==> src/include/fe_consts.svh <==
`ifndef FE_CONSTS_SVH
`define FE_CONSTS_SVH

// address and data widths
`define FE_IP_WIDTH 32
`define FE_INSN_WIDTH 32
`define FE_LINE_INSNS 4
`define FE_LINE_WIDTH 128

// threads and their start pointers
`define FE_NUM_THREADS 2
`define FE_RESET_IP 32'h0000_1000
`define FE_THREAD_IP_STEP 32'h0000_0100

// register index in the instruction word
`define FE_REG_WIDTH 6

`endif

==> src/source/fe_pkg.sv <==
`include "fe_consts.svh"

package fe_pkg;

  // codes 0..4 come straight from word bits 31:28
  typedef enum logic [3:0] {
    op_nop     = 4'd0,
    op_alu     = 4'd1,
    op_load    = 4'd2,
    op_store   = 4'd3,
    op_branch  = 4'd4,
    op_illegal = 4'hf
  } opcode_e;

  typedef enum logic [1:0] {
    fill_idle,
    fill_req,
    fill_release
  } fill_state_e;

  typedef struct packed {
    logic                    valid;
    logic [`FE_IP_WIDTH-1:0] addr;
  } fetch_req_t;

  // word i of the line sits at bits 32*i+31 : 32*i
  typedef struct packed {
    logic                      valid;
    logic                      thread;
    logic [`FE_LINE_WIDTH-1:0] line;
  } fill_t;

  typedef struct packed {
    logic                      valid;
    logic                      thread;
    logic [`FE_IP_WIDTH-1:0]   ip;
    logic [`FE_INSN_WIDTH-1:0] word;
  } insn_t;

  typedef struct packed {
    logic                     valid;
    logic                     thread;
    logic [`FE_IP_WIDTH-1:0]  ip;
    opcode_e                  opcode;
    logic [`FE_REG_WIDTH-1:0] ra;
    logic [`FE_REG_WIDTH-1:0] rb;
    logic [`FE_REG_WIDTH-1:0] rt;
    logic                     rt_use;
    logic [31:0]              imm;
  } dec_insn_t;

endpackage

==> src/source/line_fill_arbiter.sv <==
`timescale 1ns/1ns
`include "fe_consts.svh"

module line_fill_arbiter (
  input  logic                                   clk,
  input  logic                                   rst,
  input  fe_pkg::fetch_req_t [`FE_NUM_THREADS-1:0] thread_req,
  output logic                                   mem_req,
  output logic [`FE_IP_WIDTH-1:0]                mem_addr,
  input  logic                                   mem_ack,
  input  logic [`FE_LINE_WIDTH-1:0]              mem_data,
  output fe_pkg::fill_t                          fill
);

  fe_pkg::fill_state_e state_q;
  logic                    any_req;
  logic                    win;
  logic                    thr_q;
  logic [`FE_IP_WIDTH-1:0] addr_q;

  assign any_req = thread_req[0].valid || thread_req[1].valid;
  // thread 0 always wins a tie
  assign win = !thread_req[0].valid;

  assign mem_req  = (state_q == fe_pkg::fill_req);
  assign mem_addr = addr_q;

  always_ff @(posedge clk) begin
    if (rst) begin
      state_q    <= fe_pkg::fill_idle;
      fill.valid <= 1'b0;
    end else begin
      fill.valid <= 1'b0;
      case (state_q)
        fe_pkg::fill_idle: begin
          if (any_req) begin
            thr_q   <= win;
            addr_q  <= thread_req[win].addr;
            state_q <= fe_pkg::fill_req;
          end
        end
        fe_pkg::fill_req: begin
          if (mem_ack) begin
            fill.valid  <= 1'b1;
            fill.thread <= thr_q;
            fill.line   <= mem_data;
            state_q     <= fe_pkg::fill_release;
          end
        end
        fe_pkg::fill_release: begin
          // wait for the slave to finish the four-phase cycle
          if (!mem_ack) begin
            state_q <= fe_pkg::fill_idle;
          end
        end
        default: begin
          state_q <= fe_pkg::fill_idle;
        end
      endcase
    end
  end

  a_req_held: assert property (
    @(posedge clk) disable iff (rst)
    $fell(mem_req) |-> $past(mem_ack)
  );

  a_addr_stable: assert property (
    @(posedge clk) disable iff (rst)
    mem_req && $past(mem_req) |-> $stable(mem_addr)
  );

endmodule

==> src/source/fetch_thread.sv <==
`timescale 1ns/1ns
`include "fe_consts.svh"

module fetch_thread #(
  parameter int thread_id = 0
) (
  input  logic                    clk,
  input  logic                    rst,
  input  logic                    except,
  input  logic                    except_thread,
  input  logic [`FE_IP_WIDTH-1:0] except_ip,
  input  fe_pkg::fill_t           fill,
  output fe_pkg::fetch_req_t      req,
  output fe_pkg::insn_t           head,
  input  logic                    pop
);

  localparam int idx_bits = $clog2(`FE_LINE_INSNS);
  localparam int ofs_bits = idx_bits + 2;
  localparam logic [`FE_IP_WIDTH-1:0] reset_ip =
    `FE_RESET_IP + `FE_IP_WIDTH'(thread_id) * `FE_THREAD_IP_STEP;

  logic [`FE_LINE_INSNS-1:0][`FE_INSN_WIDTH-1:0] buf_q;
  logic [`FE_IP_WIDTH-1:0] ip_q;
  logic [`FE_IP_WIDTH-1:0] req_addr_q;
  logic                    buf_valid_q;
  logic                    pend_q;
  logic                    discard_q;
  logic [idx_bits-1:0]     rd_idx;
  logic                    except_hit;
  logic                    fill_hit;

  // word offset of the pointer, so a redirect can start mid-line
  assign rd_idx     = ip_q[ofs_bits-1:2];
  assign except_hit = except && (except_thread == 1'(thread_id));
  assign fill_hit   = fill.valid && (fill.thread == 1'(thread_id)) && pend_q;

  assign req.valid = pend_q;
  assign req.addr  = req_addr_q;

  always_comb begin
    head.valid  = buf_valid_q;
    head.thread = 1'(thread_id);
    head.ip     = ip_q;
    head.word   = buf_q[rd_idx];
  end

  always_ff @(posedge clk) begin
    if (rst) begin
      ip_q        <= reset_ip;
      buf_valid_q <= 1'b0;
      pend_q      <= 1'b0;
      discard_q   <= 1'b0;
    end else if (except_hit) begin
      ip_q        <= except_ip;
      buf_valid_q <= 1'b0;
      // a fill still in flight carries the old line
      discard_q   <= pend_q && !fill_hit;
      if (fill_hit) begin
        pend_q <= 1'b0;
      end
    end else if (fill_hit) begin
      pend_q      <= 1'b0;
      discard_q   <= 1'b0;
      buf_valid_q <= !discard_q;
    end else if (pop) begin
      ip_q <= ip_q + `FE_IP_WIDTH'(4);
      if (rd_idx == idx_bits'(`FE_LINE_INSNS - 1)) begin
        buf_valid_q <= 1'b0;
      end
    end else if (!buf_valid_q && !pend_q) begin
      pend_q     <= 1'b1;
      req_addr_q <= {ip_q[`FE_IP_WIDTH-1:ofs_bits], {ofs_bits{1'b0}}};
    end
  end

  always_ff @(posedge clk) begin
    if (fill_hit) begin
      buf_q <= fill.line;
    end
  end

  a_pop_valid: assert property (
    @(posedge clk) disable iff (rst)
    pop |-> head.valid
  );

endmodule

==> src/source/thread_arbiter.sv <==
`timescale 1ns/1ns
`include "fe_consts.svh"

module thread_arbiter (
  input  logic                               clk,
  input  logic                               rst,
  input  fe_pkg::insn_t [`FE_NUM_THREADS-1:0] heads,
  input  logic                               ready,
  output logic [`FE_NUM_THREADS-1:0]         pop,
  output fe_pkg::insn_t                      picked
);

  logic toggle_q;
  logic both;
  logic sel;

  assign both = heads[0].valid && heads[1].valid;
  // a lone valid head wins, two heads take turns
  assign sel = both ? toggle_q : heads[1].valid;

  always_comb begin
    picked       = heads[sel];
    picked.valid = heads[sel].valid && ready;
    pop          = '0;
    pop[sel]     = picked.valid;
  end

  always_ff @(posedge clk) begin
    if (rst) begin
      toggle_q <= 1'b0;
    end else if (both && ready) begin
      toggle_q <= !toggle_q;
    end
  end

endmodule

==> src/source/insn_decoder.sv <==
`timescale 1ns/1ns

module insn_decoder (
  input  logic              clk,
  input  logic              rst,
  input  logic              stall,
  input  logic              except,
  input  logic              except_thread,
  input  fe_pkg::insn_t     insn,
  output logic              ready,
  output fe_pkg::dec_insn_t dec
);

  fe_pkg::dec_insn_t nxt;
  fe_pkg::opcode_e   op;

  assign ready = !dec.valid || !stall;

  always_comb begin
    case (insn.word[31:28])
      4'd0:    op = fe_pkg::op_nop;
      4'd1:    op = fe_pkg::op_alu;
      4'd2:    op = fe_pkg::op_load;
      4'd3:    op = fe_pkg::op_store;
      4'd4:    op = fe_pkg::op_branch;
      default: op = fe_pkg::op_illegal;
    endcase
  end

  always_comb begin
    // drop an instruction of the thread being redirected
    nxt.valid  = insn.valid && !(except && except_thread == insn.thread);
    nxt.thread = insn.thread;
    nxt.ip     = insn.ip;
    nxt.opcode = op;
    nxt.ra     = insn.word[27:22];
    nxt.rb     = insn.word[21:16];
    nxt.rt     = insn.word[15:10];
    nxt.rt_use = (op == fe_pkg::op_alu) || (op == fe_pkg::op_load);
    nxt.imm    = {{($bits(nxt.imm) - 10){insn.word[9]}}, insn.word[9:0]};
  end

  always_ff @(posedge clk) begin
    if (rst) begin
      dec.valid <= 1'b0;
    end else if (ready) begin
      dec <= nxt;
    end else if (except && except_thread == dec.thread) begin
      dec.valid <= 1'b0;
    end
  end

  a_hold_on_stall: assert property (
    @(posedge clk) disable iff (rst)
    stall && dec.valid && !(except && except_thread == dec.thread) |=> $stable(dec)
  );

endmodule

==> src/source/front_end.sv <==
`timescale 1ns/1ns
`include "fe_consts.svh"

module front_end (
  input  logic                      clk,
  input  logic                      rst,
  input  logic                      stall,
  input  logic                      except,
  input  logic                      except_thread,
  input  logic [`FE_IP_WIDTH-1:0]   except_ip,
  output logic                      mem_req,
  output logic [`FE_IP_WIDTH-1:0]   mem_addr,
  input  logic                      mem_ack,
  input  logic [`FE_LINE_WIDTH-1:0] mem_data,
  output fe_pkg::dec_insn_t         dec
);

  fe_pkg::fetch_req_t [`FE_NUM_THREADS-1:0] reqs;
  fe_pkg::insn_t [`FE_NUM_THREADS-1:0]      heads;
  logic [`FE_NUM_THREADS-1:0]               pops;
  fe_pkg::fill_t                            fill;
  fe_pkg::insn_t                            picked;
  logic                                     ready;

  line_fill_arbiter u_fill_arb (
    .clk(clk),
    .rst(rst),
    .thread_req(reqs),
    .mem_req(mem_req),
    .mem_addr(mem_addr),
    .mem_ack(mem_ack),
    .mem_data(mem_data),
    .fill(fill)
  );

  for (genvar i = 0; i < `FE_NUM_THREADS; i++) begin : g_thread
    fetch_thread #(.thread_id(i)) u_fetch (
      .clk(clk),
      .rst(rst),
      .except(except),
      .except_thread(except_thread),
      .except_ip(except_ip),
      .fill(fill),
      .req(reqs[i]),
      .head(heads[i]),
      .pop(pops[i])
    );
  end

  thread_arbiter u_thread_arb (
    .clk(clk),
    .rst(rst),
    .heads(heads),
    .ready(ready),
    .pop(pops),
    .picked(picked)
  );

  insn_decoder u_dec (
    .clk(clk),
    .rst(rst),
    .stall(stall),
    .except(except),
    .except_thread(except_thread),
    .insn(picked),
    .ready(ready),
    .dec(dec)
  );

endmodule

==> config.mk <==
export PLATFORM = sky130hd
export DESIGN_NAME = front_end
export DESIGN_NICKNAME = d
export VERILOG_FILES = /design/src/source/fe_pkg.sv /design/src/source/line_fill_arbiter.sv /design/src/source/fetch_thread.sv /design/src/source/thread_arbiter.sv /design/src/source/insn_decoder.sv /design/src/source/front_end.sv
export VERILOG_INCLUDE_DIRS = /design/src /design/src/include
export SDC_FILE = /design/constraint.sdc
export NUM_CORES = 1
export LEC_CHECK = 0
export ABC_AREA = 1
export BUFFER_PORTS_ARGS = -buffer_cell sky130_fd_sc_hd__buf_4
export CORE_MARGIN = 2
export CORE_UTILIZATION = 52
export DETAILED_ROUTE_END_ITERATION = 8
export GPL_TIMING_DRIVEN = 1
export HOLD_SLACK_MARGIN = 0.05
export PLACE_DENSITY = 0.84
export REMOVE_ABC_BUFFERS = 1
export SLEW_MARGIN = 10
export SYNTH_ARGS = -nofsm -noshare
export SYNTH_HDL_FRONTEND = slang
export SYNTH_SLANG_ARGS = --single-unit
==> constraint.sdc <==
create_clock -name clk -period 8.1 [get_ports clk]
set_clock_uncertainty 0.15 [all_clocks]
set_input_delay 1.215 -clock clk [delete_from_list [all_inputs] [get_ports clk]]
set_output_delay 1.215 -clock clk [all_outputs]
set_load 0.02 [all_outputs]
== Word-level counts from Yosys, hierarchy flattened ==
Cells that the tools add are included.

* Add/sub/neg operators: 2
* Bitwise operators: 11
* Muxes and demuxes: 43
* Order comparisons: 5
* Reduce and logical (&&, ||, !) cells: 60
* Equal/unequal tests: 21

{| class="wikitable"
|+ Operator list
! operator !! number
|-
| $mux W32 || 10
|-
| $mux W66 || 2
|-
| $mux W130 || 1
|-
| $bmux W32 S2 || 2
|-
| $add A32 B3 Y32 const B || 2
|-
| $mux W1 || 22
|-
| $reduce_bool A2 Y1 || 11
|-
| $pmux W4 S5 || 1
|-
| $logic_and A1 B1 Y1 || 17
|-
| $reduce_and A3 Y1 || 5
|-
| $eq A4 B2 Y1 const B || 3
|-
| $logic_not A1 Y1 || 12
|-
| $ne A2 B1 Y1 const B || 6
|-
| $not A1 Y1 || 10
|-
| $reduce_and A2 Y1 || 5
|-
| $reduce_and A5 Y1 || 2
|-
| $eq A4 B1 Y1 const B || 2
|-
| $eq A2 B2 Y1 const B || 3
|-
| $lt A2 B3 Y1 const B || 2
|-
| $mux W2 || 3
|-
| $ne A2 B2 Y1 const B || 3
|-
| $pmux W2 S3 || 1
|-
| $reduce_or A2 Y1 || 3
|-
| $eq A4 B3 Y1 const B || 1
|-
| 9 further kinds || 13
|}

* Word-level logic and storage cells: 176
* Output and inout port bits: 122
* Register bits: 615
* Input port bits: 166

== Depth between registers and ports, before layout ==
Gate-level depths: netlist (run 1).

* Word-level depth: 10
* Mapped depth: 13
* Mapped depth without buffers: 12

== Cells and area by module ==
From an unflattened synthesis (run 1), not the netlist that was laid out.

* Cell total of the unflattened synthesis: 2160
* Area total of the unflattened synthesis: 24881.4 um2

{| class="wikitable"
|+ By module, submodules not included
! module !! seq. area each (um2) !! area each (um2) !! times used !! cells each
|-
| fetch_thread (g_thread[0].u_fetch) || 5385.2 || 8042.7 || 1 || 764
|-
| fetch_thread (g_thread[1].u_fetch) || 5385.2 || 8029.0 || 1 || 758
|-
| line_fill_arbiter || 4924.7 || 5466.5 || 1 || 287
|-
| insn_decoder || 2001.9 || 2302.2 || 1 || 119
|-
| thread_arbiter || 20.0 || 1041.0 || 1 || 232
|}

== Worst setup path before layout (run 1) ==
OpenSTA, ideal clock, no wires.

* Path kind: input to register
* Start point: input port rst
* End point: register u_fill_arb.fill[0] (netlist name)
* Data required time: 7.331 ns
* Cell stages on the path: 5
* Path slack: 0.084 ns
* Setup time: 0.619 ns
* Buffers on the path: 2
* Arrival: 7.247 ns
* Cell sequence: clkbuf_1 -> inv_1 -> clkbuf_1 -> nand2_1 -> nor2_1

* Longest elaborated chain between the ends: 2

{| class="wikitable"
|+ RTL lines
! element !! line !! text
|-
| from (decl) || front_end.sv:6 || <nowiki>input logic rst,</nowiki>
|-
| $not A1 Y1 (no source line) || - ||
|-
| $reduce_and A3 Y1 (no source line) || - ||
|}

Every way passes these cells.
A chain may end at the register's enable or synchronous reset.

== Worst setup path after layout (run 1) ==
* Start point: input port rst
* End point: register u_fill_arb.fill[63] (netlist name)

* Longest elaborated chain between the ends: 2

{| class="wikitable"
|+ RTL lines
! element
|-
| $not A1 Y1 (no source line)
|-
| $reduce_and A3 Y1 (no source line)
|}

Every way passes these cells.

==> flow_summary.toml, run 1 <==
[yosys]
synth_ff_type = "edfxtp_1"
yosysUniqueCellTypes = 46
syn_inst = 2044
syn_avg_cell_area_um2 = 11.8
netlist_area_um2 = 24200
synth_top_area_share_pct = 66.6
yosysSeqAreaShare_pct = 72.8
ys_ff_latch = 611
synthArstFlopShare_pct = 0
yosysTopAreaCell = "edfxtp_1"
synth_edf_count = 536
synth_warnings = 0
synth_area_leaders = "edfxtp_1 67%, nand2_1 8.1%, dfxtp_1 6.2%"

[critical_path]
r2r-end = "g_thread[1].u_fetch.ip_q[30]$_SDFFE_PP0P_"
worstSetupStartpointType = "input pin"
cp-startpoint = "rst"
crit_end = "u_fill_arb.fill[63]$_DFFE_PP_"
crit_buf_inv = 4
crit_path_frequent_cell = "buf_4"
arrival_ns = 3.68
path_cells = "buf_4 -> inv_1 -> buf_4 -> nand2_1 -> nor2_4 -> buf_12"
reg2reg_setup_slack_ns = 4.89
crit_path_end_kind = "flip-flop"
crit_family = "buffers and inverters"
worstPathMaxFanout = 111
r2r_start = "g_thread[1].u_fetch.ip_q[2]$_SDFFE_PP0P_"
critical_path_class = "input pin to flip-flop"
max_stage_delay_ns = 0.52
cp.required_ns = 8.20
cp_slowest_cell = "nor2_4"
reg2reg_depth = 13
path_depth = 6

[power]
p_comb_share_pct = 7.1
power_density_nw_per_um2 = 241
vdd_drop_max_mv = 0.218
seqPwrFrac_pct = 52.6
power_w = 0.00689
power_switching_w = 0.00156
leakage_nw = 10.6
switching_share_pct = 22.6
p_int_w = 0.00533
power.share.clock_pct = 40.3

[routing]
ant_nets = 0
via_per_inst = 5.66
dr.pass1.iters = 8
drt-initial-drc-count = 1819
routed_wl_mm = 62.3
drc = 0
drt-wirelength-per-cell_um = 21.2
dr_total_vias = 16639

[layout]
design_area_um2 = 28600
areaGrowthSynthToFinish_pct = 18.3
final_cell_mix = "536 x edfxtp_1, 520 x nand2_1, 298 x buf_4"
n_fill_cell = 3335
layout_commonest_cell = "edfxtp_1"
fin_cells = 2941
drive_above_1_share_pct = 18.8
layout.nets = 2463

[hold_path]
holdCritPathClass = "flip-flop to flip-flop"
hold_depth = 0

[floorplan]
dieHeight_um = 220
die_w_um = 220
rows = 78
die-area_um2 = 48200
initial_core_util_pct = 53.0
num_io_pins = 288
core_um2 = 45600

[cts]
post_cts_resized = 0
clk_pin_slew_ns = 0.06
cts_tree = "yes"
clock-root-buffer = "clkbuf_16"
clk_path_buf_depth = 3
worstSkewPairLatency_ns = 0.63
cts.sinks = 611
cts_setup_buffers = 0
cts_hold_buf = 0
h-tree-depth = 2
cts_buffers = 57

[flow_run]
cap_violations = 0

[sta]
relSlewSlack_pct = 23.3
finalSetupTns_ns = 0
rsz0062_at_grt = "no"
post-route-period-util_pct = 44.3
fmax_mhz = 279
period_needed_ns = 3.59
finalMaxSlewViolations = 0
worstMarginPinSlew_ns = 1.15
setup_viol = 0
hold_ws_ns = 0.285
hold_viol = 0

[placement]
hpwl_mm = 39.4
routabilityCongestion = 0.975
dp_cells = 2836
port_buffers = 283
postPlaceCellArea_um2 = 26600

[global_route]
grt_use_total_pct = 26.0
grt_pass1_wl_mm = 93.4
grt_pass1_vias = 16365
grt_start_max_net_pins = 112
antenna_found_initial = 3
gr-total-overflow = 0

[status]
outcome = "complete, no violations"
## metal layers
layer,GRT usage (%),routed length [um]
met1,33.8,23200
met2,42.5,30200
met3,5.71,6480
met4,11.2,2310
met5,0,27
## cells in the mapped netlist, types with 2 or more instances
library cell  instances
a211oi_1              2
a21oi_1              46
a22oi_1              14
a31oi_1              20
buf_1                 2
buf_2                36
buf_4                36
clkbuf_1             35
dfxtp_1              75
edfxtp_1            536
ha_1                  2
inv_1               100
inv_2                 8
nand2_1             520
nand2_2               4
nand3_1              83
nand3_2               2
nand3_4               3
nand4_1               8
nor2_1              238
nor2_2               10
nor2_4                5
nor3_1                3
nor3_4                2
o21a_1                3
o21ai_0             152
o21ai_1              16
o21bai_1              2
o22ai_1              38
or2_2                 4
xnor2_1               4
xor2_1               21
## cell type report
cell class | count | area [um2] | share of cell area, %
clock inverters | 41 | 485 | 1.70
flip-flops and latches | 611 | 17600 | 61.6
clock buffers | 63 | 1470 | 5.14
inverters | 108 | 410 | 1.44
well taps | 600 | 751 | 2.63
repair buffers | 299 | 2260 | 7.90
multi-input cells | 1218 | 5600 | 19.6
diodes | 1 | 2.50 | 0.00876
## power groups by stage
stage | registers (W) | clock network [W] | logic [W]
2_1_floorplan | 0.00373 | 0 | 0.000177
3_3_place_gp | 0.00368 | 0 | 0.000473
3_5_place_dp | 0.00368 | 0 | 0.000488
4_1_cts | 0.00362 | 0.00281 | 0.000491
5_1_grt | 0.00363 | 0.00293 | 0.000532
6_report | 0.00362 | 0.00277 | 0.000491
## registers in the layout, summed over array words and instances, names as in the netlist
register	flops
g_thread.u_fetch.req_addr_q	56
u_fill_arb.mem_addr	28
u_fill_arb.thr_q	1
g_thread.u_fetch.discard_q	2
u_fill_arb.state_q	2
g_thread.u_fetch.buf_valid_q	2
u_fill_arb.fill	130
g_thread.u_fetch.pend_q	2
g_thread.u_fetch.ip_q	64
g_thread.u_fetch.buf_q	256
u_thread_arb.toggle_q	1
u_dec.dec	67
## per-stage QoR
stage | util (%) | worst slack, ns
final | 62.7 | 4.51
after global routing | 62.7 | 4.39
after floorplan | - | 0.131
after detailed placement | 58.4 | 3.97
after global placement | 58.4 | 4.06
after CTS | 62.7 | 4.61
## worst min-delay path by stage
stage	startpoint	to	slack (ns)
after CTS	u_fill_arb.fill[50]$_DFFE_PP_	g_thread[0].u_fetch.buf_q[50]$_DFFE_PP_	0.29
after global placement	u_fill_arb.fill[61]$_DFFE_PP_	g_thread[0].u_fetch.buf_q[61]$_DFFE_PP_	0.27
after floorplan	u_fill_arb.thr_q$_DFFE_PP_	u_fill_arb.fill[128]$_DFFE_PP_	0.25
after global routing	u_fill_arb.fill[63]$_DFFE_PP_	g_thread[0].u_fetch.buf_q[63]$_DFFE_PP_	0.30
final	u_fill_arb.fill[50]$_DFFE_PP_	g_thread[0].u_fetch.buf_q[50]$_DFFE_PP_	0.29
after detailed placement	u_fill_arb.thr_q$_DFFE_PP_	u_fill_arb.fill[128]$_DFFE_PP_	0.28
## kinds of logic (layout without fill, tap and decap cells)
kind of cell               Yosys count  in the layout  share of synthesized area [%]
AOI/OAI and AO/OA                  300            300                           6.84
xor gates and xnor gates            25             25                          0.906
adders and majority gates            2              2                          0.104
buffers and inverters              218            511                           4.16
DFF                                611            611                           72.8
other                                1              5                         0.0155
and+or+nand+nor                    887            887                           15.1
No activity file was read; power rests on OpenSTA's default activity.
==> inputs of run 2 (changes only) <==
==> constraint.sdc (replaced) <==
create_clock -name clk -period 3.15 [get_ports clk]
set_clock_uncertainty 0.15 [all_clocks]
set_input_delay 0.4725 -clock clk [delete_from_list [all_inputs] [get_ports clk]]
set_output_delay 0.4725 -clock clk [all_outputs]
set_load 0.02 [all_outputs]
==> flow_summary.toml, run 2 (same netlist as run 1, synthesis figures left out) <==
[routing]
drt-wirelength-per-cell_um = 22.4
drc = 0
via_per_inst = 5.71
dr.pass1.iters = 5
drt-initial-drc-count = 2720
dr_total_vias = 17852
routed_wl_mm = 70.2
ant_nets = 0

[floorplan]
die-area_um2 = 48200
core_um2 = 45600
num_io_pins = 288
rows = 78
dieHeight_um = 220
initial_core_util_pct = 53.0
die_w_um = 220

[sta]
fmax_mhz = 409
finalMaxSlewViolations = 0
hold_viol = 0
post-route-period-util_pct = 77.7
setup_viol = 0
rsz0062_at_grt = "no"
fin_ws_ns = 0.703
relSlewSlack_pct = 42.4
period_needed_ns = 2.45
worstMarginPinSlew_ns = 0.864

[layout]
top_register = "g_thread.u_fetch.buf_q"
largest_register_ffs = 256
fin_cells = 3125
final_cell_mix = "536 x edfxtp_1, 520 x nand2_1, 313 x buf_4"
layout.nets = 2642
n_fill_cell = 2986
layout_commonest_cell = "edfxtp_1"
reg_top3 = "g_thread.u_fetch.buf_q (256), u_fill_arb.fill (130), u_dec.dec (67)"
drive_above_1_share_pct = 18.4
areaGrowthSynthToFinish_pct = 26.0

[cts]
clk_path_buf_depth = 3
worstSkewPairLatency_ns = 0.65
cts_setup_buffers = 0
cts.sinks = 611
clk_pin_slew_ns = 0.06
post_cts_resized = 0
cts_tree = "yes"
cts_buffers = 58
cts_hold_buf = 159
clock-root-buffer = "clkbuf_16"
h-tree-depth = 2

[placement]
dp_cells = 2855
port_buffers = 283
hpwl_mm = 42.6
dp_slack_ns = 0.832
routabilityCongestion = 0.974

[status]
outcome = "complete, no violations"

[critical_path]
cp_slowest_cell = "buf_4"
crit_path_frequent_cell = "nand2_1"
critical_path_class = "flip-flop to flip-flop"
arrival_ns = 2.66
worstPathMaxFanout = 45
crit_path_end_kind = "flip-flop"
worstSetupStartpointType = "flip-flop"
path_cells = "buf_4 -> buf_4 -> nand2_1 -> nand3_1 -> nand2_1 -> o21ai_0 -> nor2_1 -> nand2_1 -> nand2_1"
max_stage_delay_ns = 0.53
cp.required_ns = 3.37

[global_route]
grt_use_total_pct = 29.1
gr-total-overflow = 0
antenna_found_initial = 2
grt_start_max_net_pins = 68
grt_pass1_wl_mm = 104
grt_pass1_vias = 17727

[power]
leakage_nw = 11.4
power_density_nw_per_um2 = 598
vdd_drop_max_mv = 0.515

[flow_run]
cap_violations = 0

[hold_path]
holdCritPathClass = "input pin to flip-flop"
run 2: changes by cell type in the layout (fill, tap and decap cells not counted), sizes merged:
cell | previous run | this run
dlygate4sd3 | 0 | 159
buf | 299 | 318
clkinvlp | 5 | 7
bufinv | 9 | 10
clkbuf | 63 | 64
clkinv | 25 | 26
diode | 1 | 2
run 2: metal layers:
layer / routed length (um) / up-vias / GRT usage (%)
li1: - / 7904 / -
met1: 25000 / 8460 / 36.8
met2: 35200 / 1283 / 50.2
met3: 7700 / 201 / 5.67
met4: 2160 / 4 / 10.6
met5: 26 / - / 0
run 2: final timing paths:
kind	from	endpoint	slack, ns	cells after the start
setup / recovery	g_thread[0].u_fetch.ip_q[2]$_SDFFE_PP0P_	u_dec.dec[32]$_DFFE_PP_	0.70	9
setup reg to reg	g_thread[0].u_fetch.ip_q[2]$_SDFFE_PP0P_	u_dec.dec[32]$_DFFE_PP_	0.70	9
hold / removal	except_ip[20]	g_thread[1].u_fetch.ip_q[20]$_SDFFE_PP0P_	0.08	3
hold reg to reg	u_fill_arb.fill[42]$_DFFE_PP_	g_thread[1].u_fetch.buf_q[42]$_DFFE_PP_	0.27	0
run 2: worst max-delay path: cells and delay by family, from the launching register on:
family,cells,cell delay [ns]
buf+inv,2,0.82
simple gates,6,0.51
compound gates,1,0.18
flops,1,0.51
run 2: cell type report:
class / instances / area [um2] / share of cell area, %
clock buffers: 64 / 1480 / 4.88
flip-flops and latches: 611 / 17600 / 57.8
clock inverters: 45 / 541 / 1.78
diodes: 2 / 5.00 / 0.0164
repair buffers: 477 / 4040 / 13.3
inverters: 108 / 410 / 1.35
well taps: 600 / 751 / 2.47
multi-input cells: 1218 / 5600 / 18.4
run 2: power by group:
part           total (W)  switching [W]  leakage [nW]  internal [W]
clock network    0.00740        0.00315         0.967       0.00425
registers        0.00932       0.000198          5.56       0.00912
logic            0.00147       0.000875          4.85      0.000599
run 2: through the flow:
| stage | power (W) | hold slack, ns | instance area, um2 | utilization (%) | setup TNS [ns] |
|---|---|---|---|---|---|
| 2_1_floorplan | 0.0101 | 0.250 | 23600 | - | -812.07 |
| 3_3_place_gp | 0.0107 | 0.272 | 26800 | 58.8 | 0 |
| 3_5_place_dp | 0.0108 | 0.273 | 26800 | 58.8 | 0 |
| 4_1_cts | 0.0181 | 0.0517 | 30400 | 66.8 | 0 |
| 5_1_grt | 0.0186 | 0.0919 | 30400 | 66.8 | 0 |
| 6_report | 0.0182 | 0.0822 | 30400 | 66.8 | 0 |
==> inputs of run 3 (changes only) <==
==> constraint.sdc (replaced) <==
create_clock -name clk -period 2 [get_ports clk]
set_clock_uncertainty 0.15 [all_clocks]
set_input_delay 0.3 -clock clk [delete_from_list [all_inputs] [get_ports clk]]
set_output_delay 0.3 -clock clk [all_outputs]
set_load 0.02 [all_outputs]
==> flow_summary.toml, run 3 (same netlist as run 1, synthesis figures left out) <==
[status]
outcome = "complete, no violations"

[layout]
top_register = "g_thread.u_fetch.buf_q"
seq_area_um2 = 17600
layout_commonest_cell = "edfxtp_1"
final_cell_mix = "536 x edfxtp_1, 520 x nand2_1, 340 x buf_4"
n_fill_cell = 2906
areaGrowthSynthToFinish_pct = 28.9
reg_top3 = "g_thread.u_fetch.buf_q (256), u_fill_arb.fill (130), u_dec.dec (67)"
multi_input_area_um2 = 5620
antenna_cells = 0
largest_register_ffs = 256
drive_above_1_share_pct = 20.3
layout.nets = 2705
post-route-util_pct = 68.3

[critical_path]
crit_family = "compound AO/OA/AOI/OAI gates"
worstPathMaxFanout = 10
critical_path_class = "flip-flop to flip-flop"
path_cells = "buf_4 -> inv_2 -> o21ai_1 -> o22ai_1 -> nand2_1 -> o21ai_0 -> nor2_1 -> nand2_1 -> nand2_1"
cp.required_ns = 2.24
reg2reg_setup_slack_ns = 0.05
path_depth = 9
crit_path_frequent_cell = "nand2_1"
arrival_ns = 2.19
reg2reg_depth = 9
worstSetupStartpointType = "flip-flop"
crit_path_end_kind = "flip-flop"
max_stage_delay_ns = 0.35
cp_slowest_cell = "dfxtp_2"
crit_buf_inv = 2

[sta]
hold_viol = 0
finalSetupTns_ns = 0
period_needed_ns = 1.95
post-route-period-util_pct = 97.4
setup_viol = 0
fmax_mhz = 513
hold_ws_ns = 0.210
finalMaxSlewViolations = 0

[routing]
ant_nets = 0
dr.pass1.iters = 6
via_per_inst = 5.77
drc = 0
drt-initial-drc-count = 2613
routed_wl_mm = 72.5
dr_total_vias = 18375
drt-wirelength-per-cell_um = 22.7

[flow_run]
cap_violations = 0

[cts]
cts_tree = "yes"
cts_buffers = 59
cts.sinks = 611
worstSkewPairLatency_ns = 0.65
clk_pin_slew_ns = 0.07
clk_path_buf_depth = 3
h-tree-depth = 2
clock-root-buffer = "clkbuf_16"

[placement]
routabilityCongestion = 1.00
hpwl_mm = 43.6
port_buffers = 283

[hold_path]
hold_depth = 2
holdCritPathClass = "input pin to flip-flop"

[global_route]
gr-total-overflow = 0
grt_pass1_wl_mm = 107
grt_start_max_net_pins = 54
grt_use_total_pct = 29.9
grt_pass1_vias = 18190
antenna_found_initial = 2

[floorplan]
rows = 78
die_w_um = 220
core_um2 = 45600
num_io_pins = 288
dieHeight_um = 220
die-area_um2 = 48200
initial_core_util_pct = 53.0

[power]
power_density_nw_per_um2 = 913
vdd_drop_max_mv = 0.834
leakage_nw = 11.7
run 3: what timing repair did:
item,CTS,global route
hold endpoints to repair,200,0
setup endpoints to repair,23,22
hold buffers,169,0
resized for setup,0,15
setup buffers,2,0
cloned,0,1
run 3: path summary, 6_finish.rpt:
check / start / to
worst max-delay path: g_thread[1].u_fetch.ip_q[3]$_SDFFE_PP0P_ / u_dec.dec[32]$_DFFE_PP_
worst min-delay path: mem_data[17] / u_fill_arb.fill[17]$_DFFE_PP_
worst max register to register: g_thread[1].u_fetch.ip_q[3]$_SDFFE_PP0P_ / u_dec.dec[32]$_DFFE_PP_
worst min register to register: u_fill_arb.thr_q$_DFFE_PP_ / u_fill_arb.fill[128]$_DFFE_PP_
run 3: through the flow:
stage	area, um2	worst slack (ns)	cells	total power [W]
4_1_cts	31100	0.0187	3186	0.0282
2_1_floorplan	23600	-5.05	1937	0.0158
5_1_grt	31100	-0.0434	3187	0.0291
3_3_place_gp	27400	0.0735	2904	0.0169
6_report	31100	0.0521	3187	0.0284
3_5_place_dp	27400	0.0443	2904	0.0170
run 3: worst reg2reg max path, stage by stage, from the launching register on:
cell and delay [ns]:
dfxtp_2 0.35, buf_4 0.19, inv_2 0.24, o21ai_1 0.12
o22ai_1 0.30, nand2_1 0.10, o21ai_0 0.09, nor2_1 0.06
nand2_1 0.07, nand2_1 0.05
run 3: power by group:
| part | leakage, nW | internal (W) | switching (W) | total (W) |
|---|---|---|---|---|
| registers | 5.56 | 0.0144 | 0.000293 | 0.0147 |
| logic | 5.25 | 0.00106 | 0.00145 | 0.00251 |
| clock network | 0.932 | 0.00621 | 0.00506 | 0.0113 |
| total | 11.7 | 0.0216 | 0.00680 | 0.0284 |
run 3: layout make-up:
| cell class | count | area share, % |
|---|---|---|
| flip-flops and latches | 611 | 56.5 |
| multi-input cells | 1218 | 18.1 |
| repair buffers | 539 | 15.5 |
| clock buffers | 73 | 4.97 |
| well taps | 600 | 2.41 |
| inverters | 108 | 1.32 |
| clock inverters | 38 | 1.25 |
run 3: per-layer routing:
layer	up-vias	wire (um)	GRT usage (%)	share of wire (%)
met2	1454	36000	51.4	50
met3	247	7890	5.05	11
li1	8023	-	-	-
met4	4	2790	11.8	3.8
met5	-	27	0	0.037
met1	8647	25700	38.0	36
